[src/icache_lfsr.sv]
`timescale 1ns/10ps

module icache_lfsr (
    input  logic        clk,
    input  logic        rst,
    output logic [15:0] value_o
);

    logic [15:0] state;
    logic        feedback;

    // Taps 16 14 13 11, maximal length
    assign feedback = state[15] ^ state[13] ^ state[12] ^ state[10];

    always_ff @(posedge clk) begin
        if (rst) begin
            state <= 16'hace1;
        end else begin
            state <= {state[14:0], feedback};
        end
    end

    assign value_o = state;

endmodule

[config.mk]
export PLATFORM = sky130hd
export DESIGN_NAME = icache_lfsr
export DESIGN_NICKNAME = d
export VERILOG_FILES = /design/src/icache_lfsr.sv
export SDC_FILE = /design/constraint.sdc
export NUM_CORES = 1
export LEC_CHECK = 0
export ABC_AREA = 1
export BUFFER_PORTS_ARGS = -buffer_cell sky130_fd_sc_hd__buf_4
export CORE_AREA = 2 2 39 41
export DETAILED_ROUTE_END_ITERATION = 10
export DIE_AREA = 0 0 41 43
export HOLD_SLACK_MARGIN = 0.03
export PLACE_DENSITY = 0.61
export SLEW_MARGIN = 20
export SYNTH_ARGS = -nofsm -noshare
export SYNTH_HDL_FRONTEND = slang
export SYNTH_SLANG_ARGS = --single-unit
[constraint.sdc]
create_clock -name clk -period 1.3 [get_ports clk]
set_input_delay 0 -clock clk [delete_from_list [all_inputs] [get_ports clk]]
set_output_delay 0 -clock clk [all_outputs]
set_load 0.005 [all_outputs]
* Yosys cells after proc, flatten, opt, wreduce, memory -nomap -nowiden
Cells that the tools add are included.
Word-level totals: logic and storage cells 4, output and inout port bits 16, bits in registers 16
Cells by class: bitwise logic cells 3
Operators by type and width (count):
- $xor 1x1->1 | 3

* Depth between registers and ports, before layout
depth after elaboration 3, depth in mapped cells 5

* Worst setup path after synthesis
No wires, ideal clock.
kind register to register, from reg state[12] (netlist: value_o[12]), to reg state[0] (netlist: value_o[0]), library setup time 0.120 ns, buffers on the path 0, arrival 0.630 ns, required time 1.180 ns, period minus slack after synthesis 0.749 ns, stages on the path, launching flop included 6, path slack 0.551 ns, cell sequence dfxtp_1 inv_1 nand2_1 nand2_1 nand2_1 nand3_1
On the way: cells in the longest elaborated chain, start to end 2
Ends and longest elaborated chain:
- start: declaration | RTL line 9 | logic [15:0] state;
- start signal: assignment | RTL line 19 | state <= {state[14:0], feedback};
- $xor 1x1->1 (2 in series) | RTL line 13 | assign feedback = state[15] ^ state[13] ^ state[12] ^ state[10];
No other way between the ends. A chain may end at the register's enable or synchronous reset.

* Final worst setup path
from reg state[13] (netlist: value_o[13]), to out value_o[13]
RTL lines:
- end: declaration | RTL line 6 | output logic [15:0] value_o
No word-level cell between the ends.

==> results.yml <==
cts:
  clkLatencyLatePin_ps: 280
  clock-root-buffer: "clkbuf_4"
  clockBufferDepth: 2
  ctsHoldBuffers: 1
  cts_max_level: 1
  cts_buffers: 3
  cts.sinks: 16
  cts_resized: 0
  clk_pin_slew_ps: 100
  cts_tree: "built"
  cts_setup_buffers: 0
layout:
  antenna_cells: 0
  nets: 83
  post_route_cells_drive_above_1_share_pct: 26.25
  final_core_util_pct: 49.55
  layout_common_cells: "buf_4 (17), nand2_1 (16), dfxtp_1 (16)"
  nFillCells: 144
  syn_to_final_growth_pct: 36.32
  largest_reg_flops: 16
  final_common_cell: "buf_4"
die:
  coreArea_mm2: 0.001384
  initial_utilization_pct: 36.35
  dieHeight_um: 43
  rows: 14
  fp.dieArea_mm2: 0.001763
  die_w_um: 41
  io-pin-count: 18
sta:
  setup-tns-final_ps: 0
  relSlewSlack_pct: 91.18
  slew_violations: 0
  post-route-min-period_ps: 800.7
  timing.final.crit_share_pct: 61.60
  finalSetupViolCount: 0
  hold_viol_final: 0
  rsz0062_at_grt: "false"
  worst_pin_slew_ps: 132.1
  fmax_mhz: 1249
  worst_hold_slack_ps: 426.5
  fin_worst_skew_ps: 6.918
global_routing:
  grt_pass1_vias: 324
  grt_pass1_wl_um: 1317
  globalRoute.totalOverflow: 0
  antenna_found_initial: 0
  grt_max_degree: 15
  grt.total_usage_pct: 11.69
place:
  dpl.hpwl_um: 637.4
  port_buffers: 17
  gp_congestion: 0.6611
logic_synthesis:
  synthDistinctLibCells: 7
  ys_seq_elements: 16
  synth.net_count: 61
  yosysSeqAreaShare_pct: 63.68
  yosys_warnings: 0
  syn-mean-instance-area_um2: 8.525
  synth_area_um2: 503.0
  synth_cells: 59
route:
  vias: 397
  wirelength_um: 858
  avgViaCountPerCell: 4.135
  drc: 0
  wl_per_cell_um: 8.938
  drt_iter0_drc: 6
  drt_pass1_iterations: 4
  ant_nets: 0
setup_path:
  crit_fanout: 4
  cpPeakStageDelay_ps: 390
  cp.required_ps: 1300
  start_kind: "register"
  cpLargestDelayFamily: "flip-flops"
  cp-end-kind: "output port"
  crit_slowest_cell: "dfxtp_1"
  crit_type: "reg -> out"
  crit_arrival_ps: 800
  worstPathCellList: "buf_4"
  crit_buf_inv: 1
power_and_ir_drop:
  irDropWorstVdd_mv: 0.7635
  p_per_area_mw_per_mm2: 1416
  leakage_nw: 0.3789
job:
  drv_cap: 0
worst_hold_path:
  min_path_type: "reg -> reg"
outcome:
  outcome: "finished clean"
[power by group]
part / leakage, nW / switching [mW] / total (mW) / internal, mW
clock network: 0.0210 / 0.156 / 0.326 / 0.170
logic: 0.224 / 0.0432 / 0.101 / 0.0580
registers: 0.133 / 0.0210 / 0.543 / 0.522
total: 0.379 / 0.220 / 0.971 / 0.750
[through the flow]
stage | power, mW | area, um2 | instances | setup WS, ps
final | 0.9708 | 685.7 | 96 | 499.3
after global routing | 1.014 | 685.7 | 96 | 448.3
after CTS | 0.9840 | 685.7 | 96 | 486.0
after detailed placement | 0.6553 | 639.4 | 91 | 514.3
after global placement | 0.6529 | 639.4 | 91 | 526.6
after floorplan | 0.5974 | 503.0 | 59 | 550.6
[metal layers]
layer | share of wire [%] | vias to the layer above | track usage (%)
met2 | 48 | 9 | 15.31
met1 | 46 | 178 | 15.05
met5 | 0 | - | 0
met3 | 4.2 | 2 | 1.571
met4 | 2.2 | 0 | 12.00
li1 | - | 208 | -
[layout make-up]
type                            count  area [um2]  area share [%]
Clock buffer                        4       36.28           5.292
Multi-Input combinational cell     30       126.4           18.43
Tap cell                           16       20.02           2.920
Timing Repair Buffer               18       137.6           20.07
Inverter                           12       45.04           6.569
Sequential cell                    16       320.3           46.72
[cells in the mapped netlist (all sizes together)]
| master | n | area share, % |
|---|---|---|
| or2 | 5 | 6.2 |
| nand3 | 1 | 0.99 |
| nor2 | 8 | 6.0 |
| inv | 12 | 9.0 |
| buf | 1 | 2.2 |
| dfxtp | 16 | 64 |
| nand2 | 16 | 12 |
[kinds of logic (layout without fill, tap and decap cells)]
kind of cell / count (synthesis) / count (layout) / synth area share (%)
buffers and inverters: 13 / 34 / 11.19
flip-flops: 16 / 16 / 63.68
AND/OR/NAND/NOR: 30 / 30 / 25.12
[final timing paths]
check,startpoint,to,slack [ps],cells past startpoint
setup / recovery,value_o[13]$_SDFF_PP1_,value_o[13],500,1
hold / removal,value_o[3]$_SDFF_PP0_,value_o[4]$_SDFF_PP0_,430,2
setup reg to reg,value_o[13]$_SDFF_PP1_,value_o[0]$_SDFF_PP1_,510,5
hold reg to reg,value_o[3]$_SDFF_PP0_,value_o[4]$_SDFF_PP0_,430,2
Note: power is estimated with default switching activity, not from simulation.
