### config.mk
export PLATFORM = sky130hd
export DESIGN_NAME = icache_ctrl
export DESIGN_NICKNAME = d
export VERILOG_FILES = /design/src/icache_pkg.sv /design/src/icache_ctrl.sv
export VERILOG_INCLUDE_DIRS = /design/src /design/src/src
export SDC_FILE = /design/constraint.sdc
export NUM_CORES = 1
export LEC_CHECK = 0
export BUFFER_PORTS_ARGS = -buffer_cell sky130_fd_sc_hd__buf_2
export CAP_MARGIN = 20
export CELL_PAD_IN_SITES_DETAIL_PLACEMENT = 0
export CELL_PAD_IN_SITES_GLOBAL_PLACEMENT = 1
export CORE_AREA = 10 10 298 300
export DETAILED_ROUTE_END_ITERATION = 8
export DIE_AREA = 0 0 308 310
export GPL_TIMING_DRIVEN = 0
export MAX_ROUTING_LAYER = met4
export PLACE_DENSITY = 0.45
export SYNTH_ARGS = -nofsm -noshare
export SYNTH_HDL_FRONTEND = slang
export SYNTH_SLANG_ARGS = --single-unit
export TNS_END_PERCENT = 50
### constraint.sdc
create_clock -name clk -period 4.1 [get_ports clk]
set_input_delay 0.205 -clock clk [delete_from_list [all_inputs] [get_ports clk]]
set_output_delay 0.205 -clock clk [all_outputs]
set_load 0.02 [all_outputs]
### src/icache_defines.svh
`ifndef ICACHE_DEFINES_SVH
`define ICACHE_DEFINES_SVH

// Geometry
`define ICACHE_ADDR_WIDTH 32
`define ICACHE_LINE_WIDTH 128
`define ICACHE_NSET 64
`define ICACHE_NWAY 2

// Address split, tag | index | byte offset
`define ICACHE_OFFSET_WIDTH 4
`define ICACHE_INDEX_WIDTH 6
`define ICACHE_TAG_WIDTH 22

`endif

### src/icache_pkg.sv
`include "icache_defines.svh"

package icache_pkg;

    typedef logic [`ICACHE_ADDR_WIDTH-1:0] addr_t;
    typedef logic [`ICACHE_LINE_WIDTH-1:0] line_t;
    typedef logic [`ICACHE_INDEX_WIDTH-1:0] index_t;
    typedef logic [`ICACHE_TAG_WIDTH-1:0] tag_t;
    typedef logic [`ICACHE_NWAY-1:0] way_sel_t;

    // One tag RAM word
    typedef struct packed {
        logic valid;
        tag_t tag;
    } tag_entry_t;

    // RAM access broadcast to every way
    typedef struct packed {
        logic       en;
        logic       we;
        index_t     index;
        tag_entry_t entry;
        line_t      line;
    } way_req_t;

    typedef enum logic [1:0] {
        IDLE,
        REFILL_REQ,
        REFILL_WAIT,
        INVALIDATE
    } ctrl_state_e;

endpackage

### src/icache_ctrl.sv
`timescale 1ns/10ps
`include "icache_defines.svh"

module icache_ctrl
    import icache_pkg::*;
(
    input  logic                         clk,
    input  logic                         rst,
    input  logic                         rreq_i,
    input  logic                         rreq_uncached_i,
    input  addr_t                        raddr_i,
    output logic                         rreq_ack_o,
    output logic                         rvalid_o,
    output line_t                        rdata_o,
    input  logic                         invalidate_i,
    output logic                         mem_req_o,
    output addr_t                        mem_addr_o,
    input  logic                         mem_ready_i,
    input  logic                         mem_rvalid_i,
    input  line_t                        mem_rdata_i,
    input  logic [15:0]                  random_i,
    input  way_sel_t                     way_hit_i,
    input  line_t [`ICACHE_NWAY-1:0]     way_line_i,
    output way_req_t                     way_req_o,
    output way_sel_t                     way_wsel_o,
    output tag_t                         lookup_tag_o
);

    localparam int WAY_BITS = (`ICACHE_NWAY > 1) ? $clog2(`ICACHE_NWAY) : 1;

    ctrl_state_e state, next_state;

    logic   accept;
    logic   miss;
    logic   hit;
    logic   refill_done;
    logic   inval_pend;
    logic   inval_req;
    logic   sweep_done;
    index_t sweep_cnt;

    logic   s1_valid;
    logic   s1_uncached;
    addr_t  s1_addr;
    index_t s1_index;
    index_t raddr_index;

    assign raddr_index  = raddr_i[`ICACHE_OFFSET_WIDTH +: `ICACHE_INDEX_WIDTH];
    assign s1_index     = s1_addr[`ICACHE_OFFSET_WIDTH +: `ICACHE_INDEX_WIDTH];
    assign lookup_tag_o = s1_addr[`ICACHE_ADDR_WIDTH-1 -: `ICACHE_TAG_WIDTH];

    ////////////////////
    // Control

    assign hit  = (state == IDLE) && s1_valid && !s1_uncached && (|way_hit_i);
    assign miss = (state == IDLE) && s1_valid && (s1_uncached || !(|way_hit_i));

    // Invalidate held over a miss so it is not lost
    assign inval_req = invalidate_i | inval_pend;

    assign rreq_ack_o  = (state == IDLE) && !miss && !inval_req;
    assign accept      = rreq_i & rreq_ack_o;
    assign refill_done = (state == REFILL_WAIT) && mem_rvalid_i;
    assign sweep_done  = sweep_cnt == index_t'(`ICACHE_NSET - 1);

    always_ff @(posedge clk) begin
        if (rst) begin
            state <= INVALIDATE;
        end else begin
            state <= next_state;
        end
    end

    always_comb begin
        next_state = state;
        case (state)
            IDLE: begin
                if (miss) begin
                    next_state = REFILL_REQ;
                end else if (inval_req) begin
                    next_state = INVALIDATE;
                end
            end
            REFILL_REQ: begin
                if (mem_ready_i) next_state = REFILL_WAIT;
            end
            REFILL_WAIT: begin
                if (mem_rvalid_i) next_state = IDLE;
            end
            INVALIDATE: begin
                if (sweep_done) next_state = IDLE;
            end
            default: next_state = IDLE;
        endcase
    end

    always_ff @(posedge clk) begin
        if (rst) begin
            inval_pend <= 1'b0;
        end else if (state == INVALIDATE) begin
            inval_pend <= 1'b0;
        end else if (state == IDLE && invalidate_i) begin
            inval_pend <= 1'b1;
        end
    end

    always_ff @(posedge clk) begin
        if (rst || state != INVALIDATE) begin
            sweep_cnt <= '0;
        end else begin
            sweep_cnt <= sweep_cnt + index_t'(1);
        end
    end

    ////////////////////
    // Stage 1

    // Held through a miss until the refill returns
    always_ff @(posedge clk) begin
        if (rst) begin
            s1_valid <= 1'b0;
        end else if (state == IDLE && !miss) begin
            s1_valid <= accept;
        end else if (refill_done) begin
            s1_valid <= 1'b0;
        end
    end

    always_ff @(posedge clk) begin
        if (accept) begin
            s1_addr     <= raddr_i;
            s1_uncached <= rreq_uncached_i;
        end
    end

    ////////////////////
    // RAM access

    always_comb begin
        way_req_o  = '0;
        way_wsel_o = '0;
        case (state)
            IDLE: begin
                way_req_o.en    = accept;
                way_req_o.index = raddr_index;
            end
            REFILL_REQ, REFILL_WAIT: begin
                way_req_o.index = s1_index;
                if (refill_done && !s1_uncached) begin
                    way_req_o.en          = 1'b1;
                    way_req_o.we          = 1'b1;
                    way_req_o.entry.valid = 1'b1;
                    way_req_o.entry.tag   = lookup_tag_o;
                    way_req_o.line        = mem_rdata_i;
                    // Victim from the LFSR
                    way_wsel_o = way_sel_t'(1) << random_i[WAY_BITS-1:0];
                end
            end
            INVALIDATE: begin
                way_req_o.en    = 1'b1;
                way_req_o.we    = 1'b1;
                way_req_o.index = sweep_cnt;
                way_wsel_o      = '1;
            end
            default: ;
        endcase
    end

    ////////////////////
    // Memory side and read return

    assign mem_req_o  = state == REFILL_REQ;
    assign mem_addr_o = {s1_addr[`ICACHE_ADDR_WIDTH-1:`ICACHE_OFFSET_WIDTH],
                         {`ICACHE_OFFSET_WIDTH{1'b0}}};

    assign rvalid_o = hit | refill_done;

    always_comb begin
        rdata_o = mem_rdata_i;
        if (state == IDLE) begin
            for (int i = 0; i < `ICACHE_NWAY; i++) begin
                if (way_hit_i[i]) rdata_o = way_line_i[i];
            end
        end
    end

endmodule

After elaboration in Yosys (flattened, before gate mapping)
Index checks and enable logic that the tools add are counted.
W data, S select, Z words.
{"block": "classes", "add_sub_neg": 1, "muxes": 19, "eq_ne": 9, "reduce_logical": 21, "n_shift": 1, "bitwise": 3}
{"cell": "$mux W128", "n": 3}
{"cell": "$mux W151", "n": 2}
{"cell": "$pmux W6 S3", "n": 1}
{"cell": "$mux W2", "n": 7}
{"cell": "$logic_and A1 B1 Y1", "n": 9}
{"cell": "$pmux W2 S4", "n": 1}
{"cell": "$add A6 B1 Y6 const B", "n": 1}
{"cell": "$eq A6 B6 Y1 const B", "n": 1}
{"cell": "$ne A2 B2 Y1 const B", "n": 3}
{"cell": "$reduce_or A2 Y1", "n": 3}
{"cell": "$eq A2 B2 Y1 const B", "n": 2}
{"cell": "$logic_not A1 Y1", "n": 4}
{"cell": "$pmux W2 S2", "n": 1}
{"cell": "$reduce_and A4 Y1", "n": 1}
{"cell": "$ne A3 B3 Y1 const B", "n": 1}
{"cell": "$pmux W1 S3", "n": 1}
{"cell": "$eq A2 B1 Y1 const B", "n": 1}
{"cell": "$logic_not A2 Y1", "n": 1}
{"cell": "$logic_or A1 B1 Y1", "n": 2}
{"cell": "$mux W1", "n": 2}
{"cell": "$ne A2 B1 Y1 const B", "n": 1}
{"cell": "$or A1 B1 Y1", "n": 2}
{"cell": "$pmux W1 S2", "n": 1}
{"cell": "$reduce_bool A2 Y1", "n": 1}
{"cell": "2 further kinds", "n": 2}
{"block": "totals", "out_inout_bits": 346, "inputBits": 441, "reg_bits": 43}

Logic depth before layout (Yosys ltp)
{"block": "depth", "word_depth": 9, "ltp_mapped": 7, "ltp_nobuf": 6}

Worst setup path before layout
OpenSTA, ideal clock, no wires.
{"block": "synth_path", "path_type": "reg-to-reg", "start": "register s1_uncached", "end": "register s1_addr[10], enable pin", "n_path_buf": 0, "t_arrival_ns": 2.023, "setup_time_ns": 0.384, "required_ns": 3.716, "path_slack_ns": 1.693, "path_stages_with_launch": 5, "path_cell_list": "edfxtp_1 -> o21bai_1 -> a2111oi_4 -> nand2_1 -> inv_1"}
{"block": "synth_between", "elab_chain_cells": 6}
{"element": "start: declaration", "line_no": "icache_ctrl.sv:43", "text": "logic s1_uncached;"}
{"element": "start signal: assignment", "line_no": "icache_ctrl.sv:132", "text": "s1_uncached <= rreq_uncached_i;"}
{"element": "$logic_or A1 B1 Y1", "line_no": "icache_ctrl.sv:56", "text": "assign miss = (state == IDLE) && s1_valid && (s1_uncached || !(|way_hit_i));"}
{"element": "$logic_and A1 B1 Y1", "line_no": "icache_ctrl.sv:56"}
{"element": "$logic_not A1 Y1", "line_no": "icache_ctrl.sv:61", "text": "assign rreq_ack_o = (state == IDLE) && !miss && !inval_req;"}
{"element": "$logic_and A1 B1 Y1 (2 in a row)", "line_no": "icache_ctrl.sv:61"}
{"element": "named net rreq_ack_o", "line_no": "icache_ctrl.sv:12", "text": "output logic rreq_ack_o,"}
{"element": "$and A1 B1 Y1", "line_no": "icache_ctrl.sv:62", "text": "assign accept = rreq_i & rreq_ack_o;"}
{"element": "named net accept", "line_no": "icache_ctrl.sv:33", "text": "logic accept;"}
{"element": "end signal: assignment", "line_no": "icache_ctrl.sv:131", "text": "s1_addr <= raddr_i;"}
{"element": "end: declaration", "line_no": "icache_ctrl.sv:44", "text": "addr_t s1_addr;"}
The timed path passes the listed nets, and every way through them passes these cells.
A chain may end at the register's enable or synchronous reset.

Worst setup path in the final report
{"block": "layout_path", "start": "input way_hit_i[1]", "end": "output rdata_o[92]"}
{"block": "layout_between", "elab_chain_cells": 2}
{"element": "start: declaration", "line_no": "icache_ctrl.sv:22", "text": "input way_sel_t way_hit_i,"}
{"element": "$mux W128", "line_no": "icache_ctrl.sv:182", "text": "if (way_hit_i[i]) rdata_o = way_line_i[i];"}
{"element": "$mux W128", "line_no": "icache_ctrl.sv:180", "text": "if (state == IDLE) begin"}
{"element": "end: declaration", "line_no": "icache_ctrl.sv:14", "text": "output line_t rdata_o,"}
No other way between the ends.

==> qor.yml <==
root_buffer: "clkbuf_16"
cp-start-kind: "input port"
cts.clk_slew.worst_paths_ps: 70
seq_area_frac_synth_pct: 21.0
layout_setup_ws_ps: 651
ys_types: 34
grt_pass1_wl_um: 85600
skew_ps: 9.64
drive_gt1_share_pct: 54.4
synth_top_area_share_pct: 19.7
place_hpwl_um: 59300
ios: 787
hold_violations: 0
layout_common_cells: "777 x buf_2, 150 x and2_1, 139 x o21ai_0"
hold_path_depth: 1
hold_end: "s1_addr[17]"
drt-total-wl_um: 65900
drtIter0Drc: 632
grt_start_max_net_pins: 17
worstHoldStart: "raddr_i[17]"
ctsResizeCount: 0
grt_use_total_pct: 13.2
syn_inst: 751
p_per_area_mw_per_mm2: 146
yosysWarnings: 0
yosysTopAreaCell: "a22oi_1"
antenna_left: 0
crit_required_ps: 3890
dieArea_mm2: 0.0955
reg2regPathDepth: 5
worstSetupEndpointType: "output port"
nNetsFinal: 1973
path_cells: "buf_2 > clkbuf_2 > clkbuf_1 > a22oi_1 > o21ai_0 > buf_2"
timing_worst_slew_pin_value_ps: 1200
drcViolationCount: 0
die_y_um: 310
grt_pass1_vias: 10000
grt_overflow: 0
ir_worst_vdd_mv: 0.227
start_util_pct: 6.16
cp_max_fo: 11
period_share_pct: 84.1
final_core_util_pct: 12.7
core_mm2: 0.0829
slew_violations: 0
slowest_stage: "clkbuf_1"
worstSetupPathType: "input port to output port"
postCtsSetupRepairBufs: 0
place_ws_ps: 429
clkLatencyLatePin_ps: 300
regToRegSetupSlack_ps: 1570
cts_tree: "done"
vias: 9137
r2r_end: "s1_addr[22]"
power.leakage_nw: 5.58
slew_headroom_pct: 19.8
clock-sinks: 39
fp-row-count: 106
final_common_cell: "buf_2"
synth_area_per_cell_um2: 6.79
htree_levels: 2
post_synth_instance_area_mm2: 0.00510
placed_area_mm2: 0.0103
port_buffers: 763
cts_buffers: 5
die-width_um: 308
drv_cap: 0
rsz0062_at_grt: "no"
gp_congestion: 0.877
cp.buffers_inverters: 4
arrival_ps: 3240
timing.rr.start: "s1_uncached"
max_freq_ghz: 0.290
setup_violations: 0
ys_ff_latch: 39
hp-class: "input port to register"
area_delta_synth_final_pct: 107
cp_top_family: "buffers and inverters"
status: "complete, no violations"
cpMostUsedCell: "buf_2"
wl_per_cell_um: 25.1
via_per_inst: 3.48
antenna_found_initial: 28
critPathMaxStageDelay_ps: 950
clockBufferDepth: 2
ctsHoldBuffers: 0
fin_crit_ps: 3450
first_pass_iters: 5
postLayoutCellArea_mm2: 0.0105
netlist_top_cells_area: "a22oi_1 20%, and2_1 18%, edfxtp_1 17%"
per-stage QoR:
step                hold WS (ps)  std cells  total power, W  setup TNS (ps)
finish                      82.3       2626         0.00154               0
global route                83.6       2620         0.00162               0
CTS                         77.4       2607         0.00156               0
detailed placement           387       2599         0.00112               0
global placement             381       2597         0.00111            -170
floorplan                    274        754        0.000682               0
worst reg2reg max path, stage by stage, from the launching register on:
cell and delay, ps:
edfxtp_1 460, o21bai_1 290, a2111oi_4 600, nand2_1 140
inv_1 510, buf_16 230
final cells by class:
cell class / instances / area [µm²]
inverters: 8 / 30.0
multi-input cells: 607 / 3510
diodes: 19 / 47.5
repair buffers: 765 / 3860
clock buffers: 6 / 150
plain buffers: 100 / 505
flip-flops and latches: 39 / 1070
clock inverters: 2 / 13.8
well taps: 1080 / 1350
fillers: 9829 / 72300
flip-flops by register name, summed over array words and instances (netlist names):
register     count
s1_uncached      1
s1_addr         28
s1_valid         1
state            2
sweep_cnt        6
inval_pend       1
how the worst max path moves through the flow:
stage            startpoint            end  slack, ps  depth (start not counted)
2_1_floorplan   s1_uncached    s1_addr[10]       1690                          4
3_5_place_dp   way_hit_i[1]    rdata_o[92]        430                          6
3_3_place_gp   way_hit_i[1]    rdata_o[92]       -170                          6
6_report       way_hit_i[1]    rdata_o[92]        650                          6
5_1_grt            state[0]  way_wsel_o[0]        380                          7
4_1_cts        way_hit_i[1]    rdata_o[92]        430                          6
power breakdown:
part	internal, W	switching (W)
registers	0.000426	0.00000350
logic	0.000267	0.000406
clock network	0.000263	0.000171
kinds of logic (layout without fill, tap and decap cells):
family                     count (synthesis)  after routing  synth area share, %
AOI/OAI and AO/OA                        284            284                 35.4
xor gates and xnor gates                   4              4                0.687
adders and majority gates                  6              6                 1.47
buffers and inverters                    108            881                 10.4
DFF                                       39             39                 21.0
other                                      1             23               0.0735
and+or+nand+nor                          309            309                 31.0
metal layers:
metal  share of wire, %  global-route usage, %
met1                 43                   15.9
met2                 47                   21.7
met3                9.3                   4.07
met4                1.1                   2.19
met5                  0                      -
cells in the mapped netlist, drive strengths merged:
library cell and n:
a2111o 1, a2111oi 1, a21boi 1, a21oi 3
a22oi 134, and2 150, and3 1, buf 47
clkbuf 53, conb 1, dfxtp 10, edfxtp 29
ha 6, inv 8, nand2 137, nand2b 2
nand3 4, nand4 1, nor2 9, nor2b 3
nor3 1, nor3b 1, o211ai 1, o21ai 139
o21bai 2, o311ai 1, o41a 1, xnor2 1
xor2 3
Note: power is estimated with default switching activity, not from simulation.
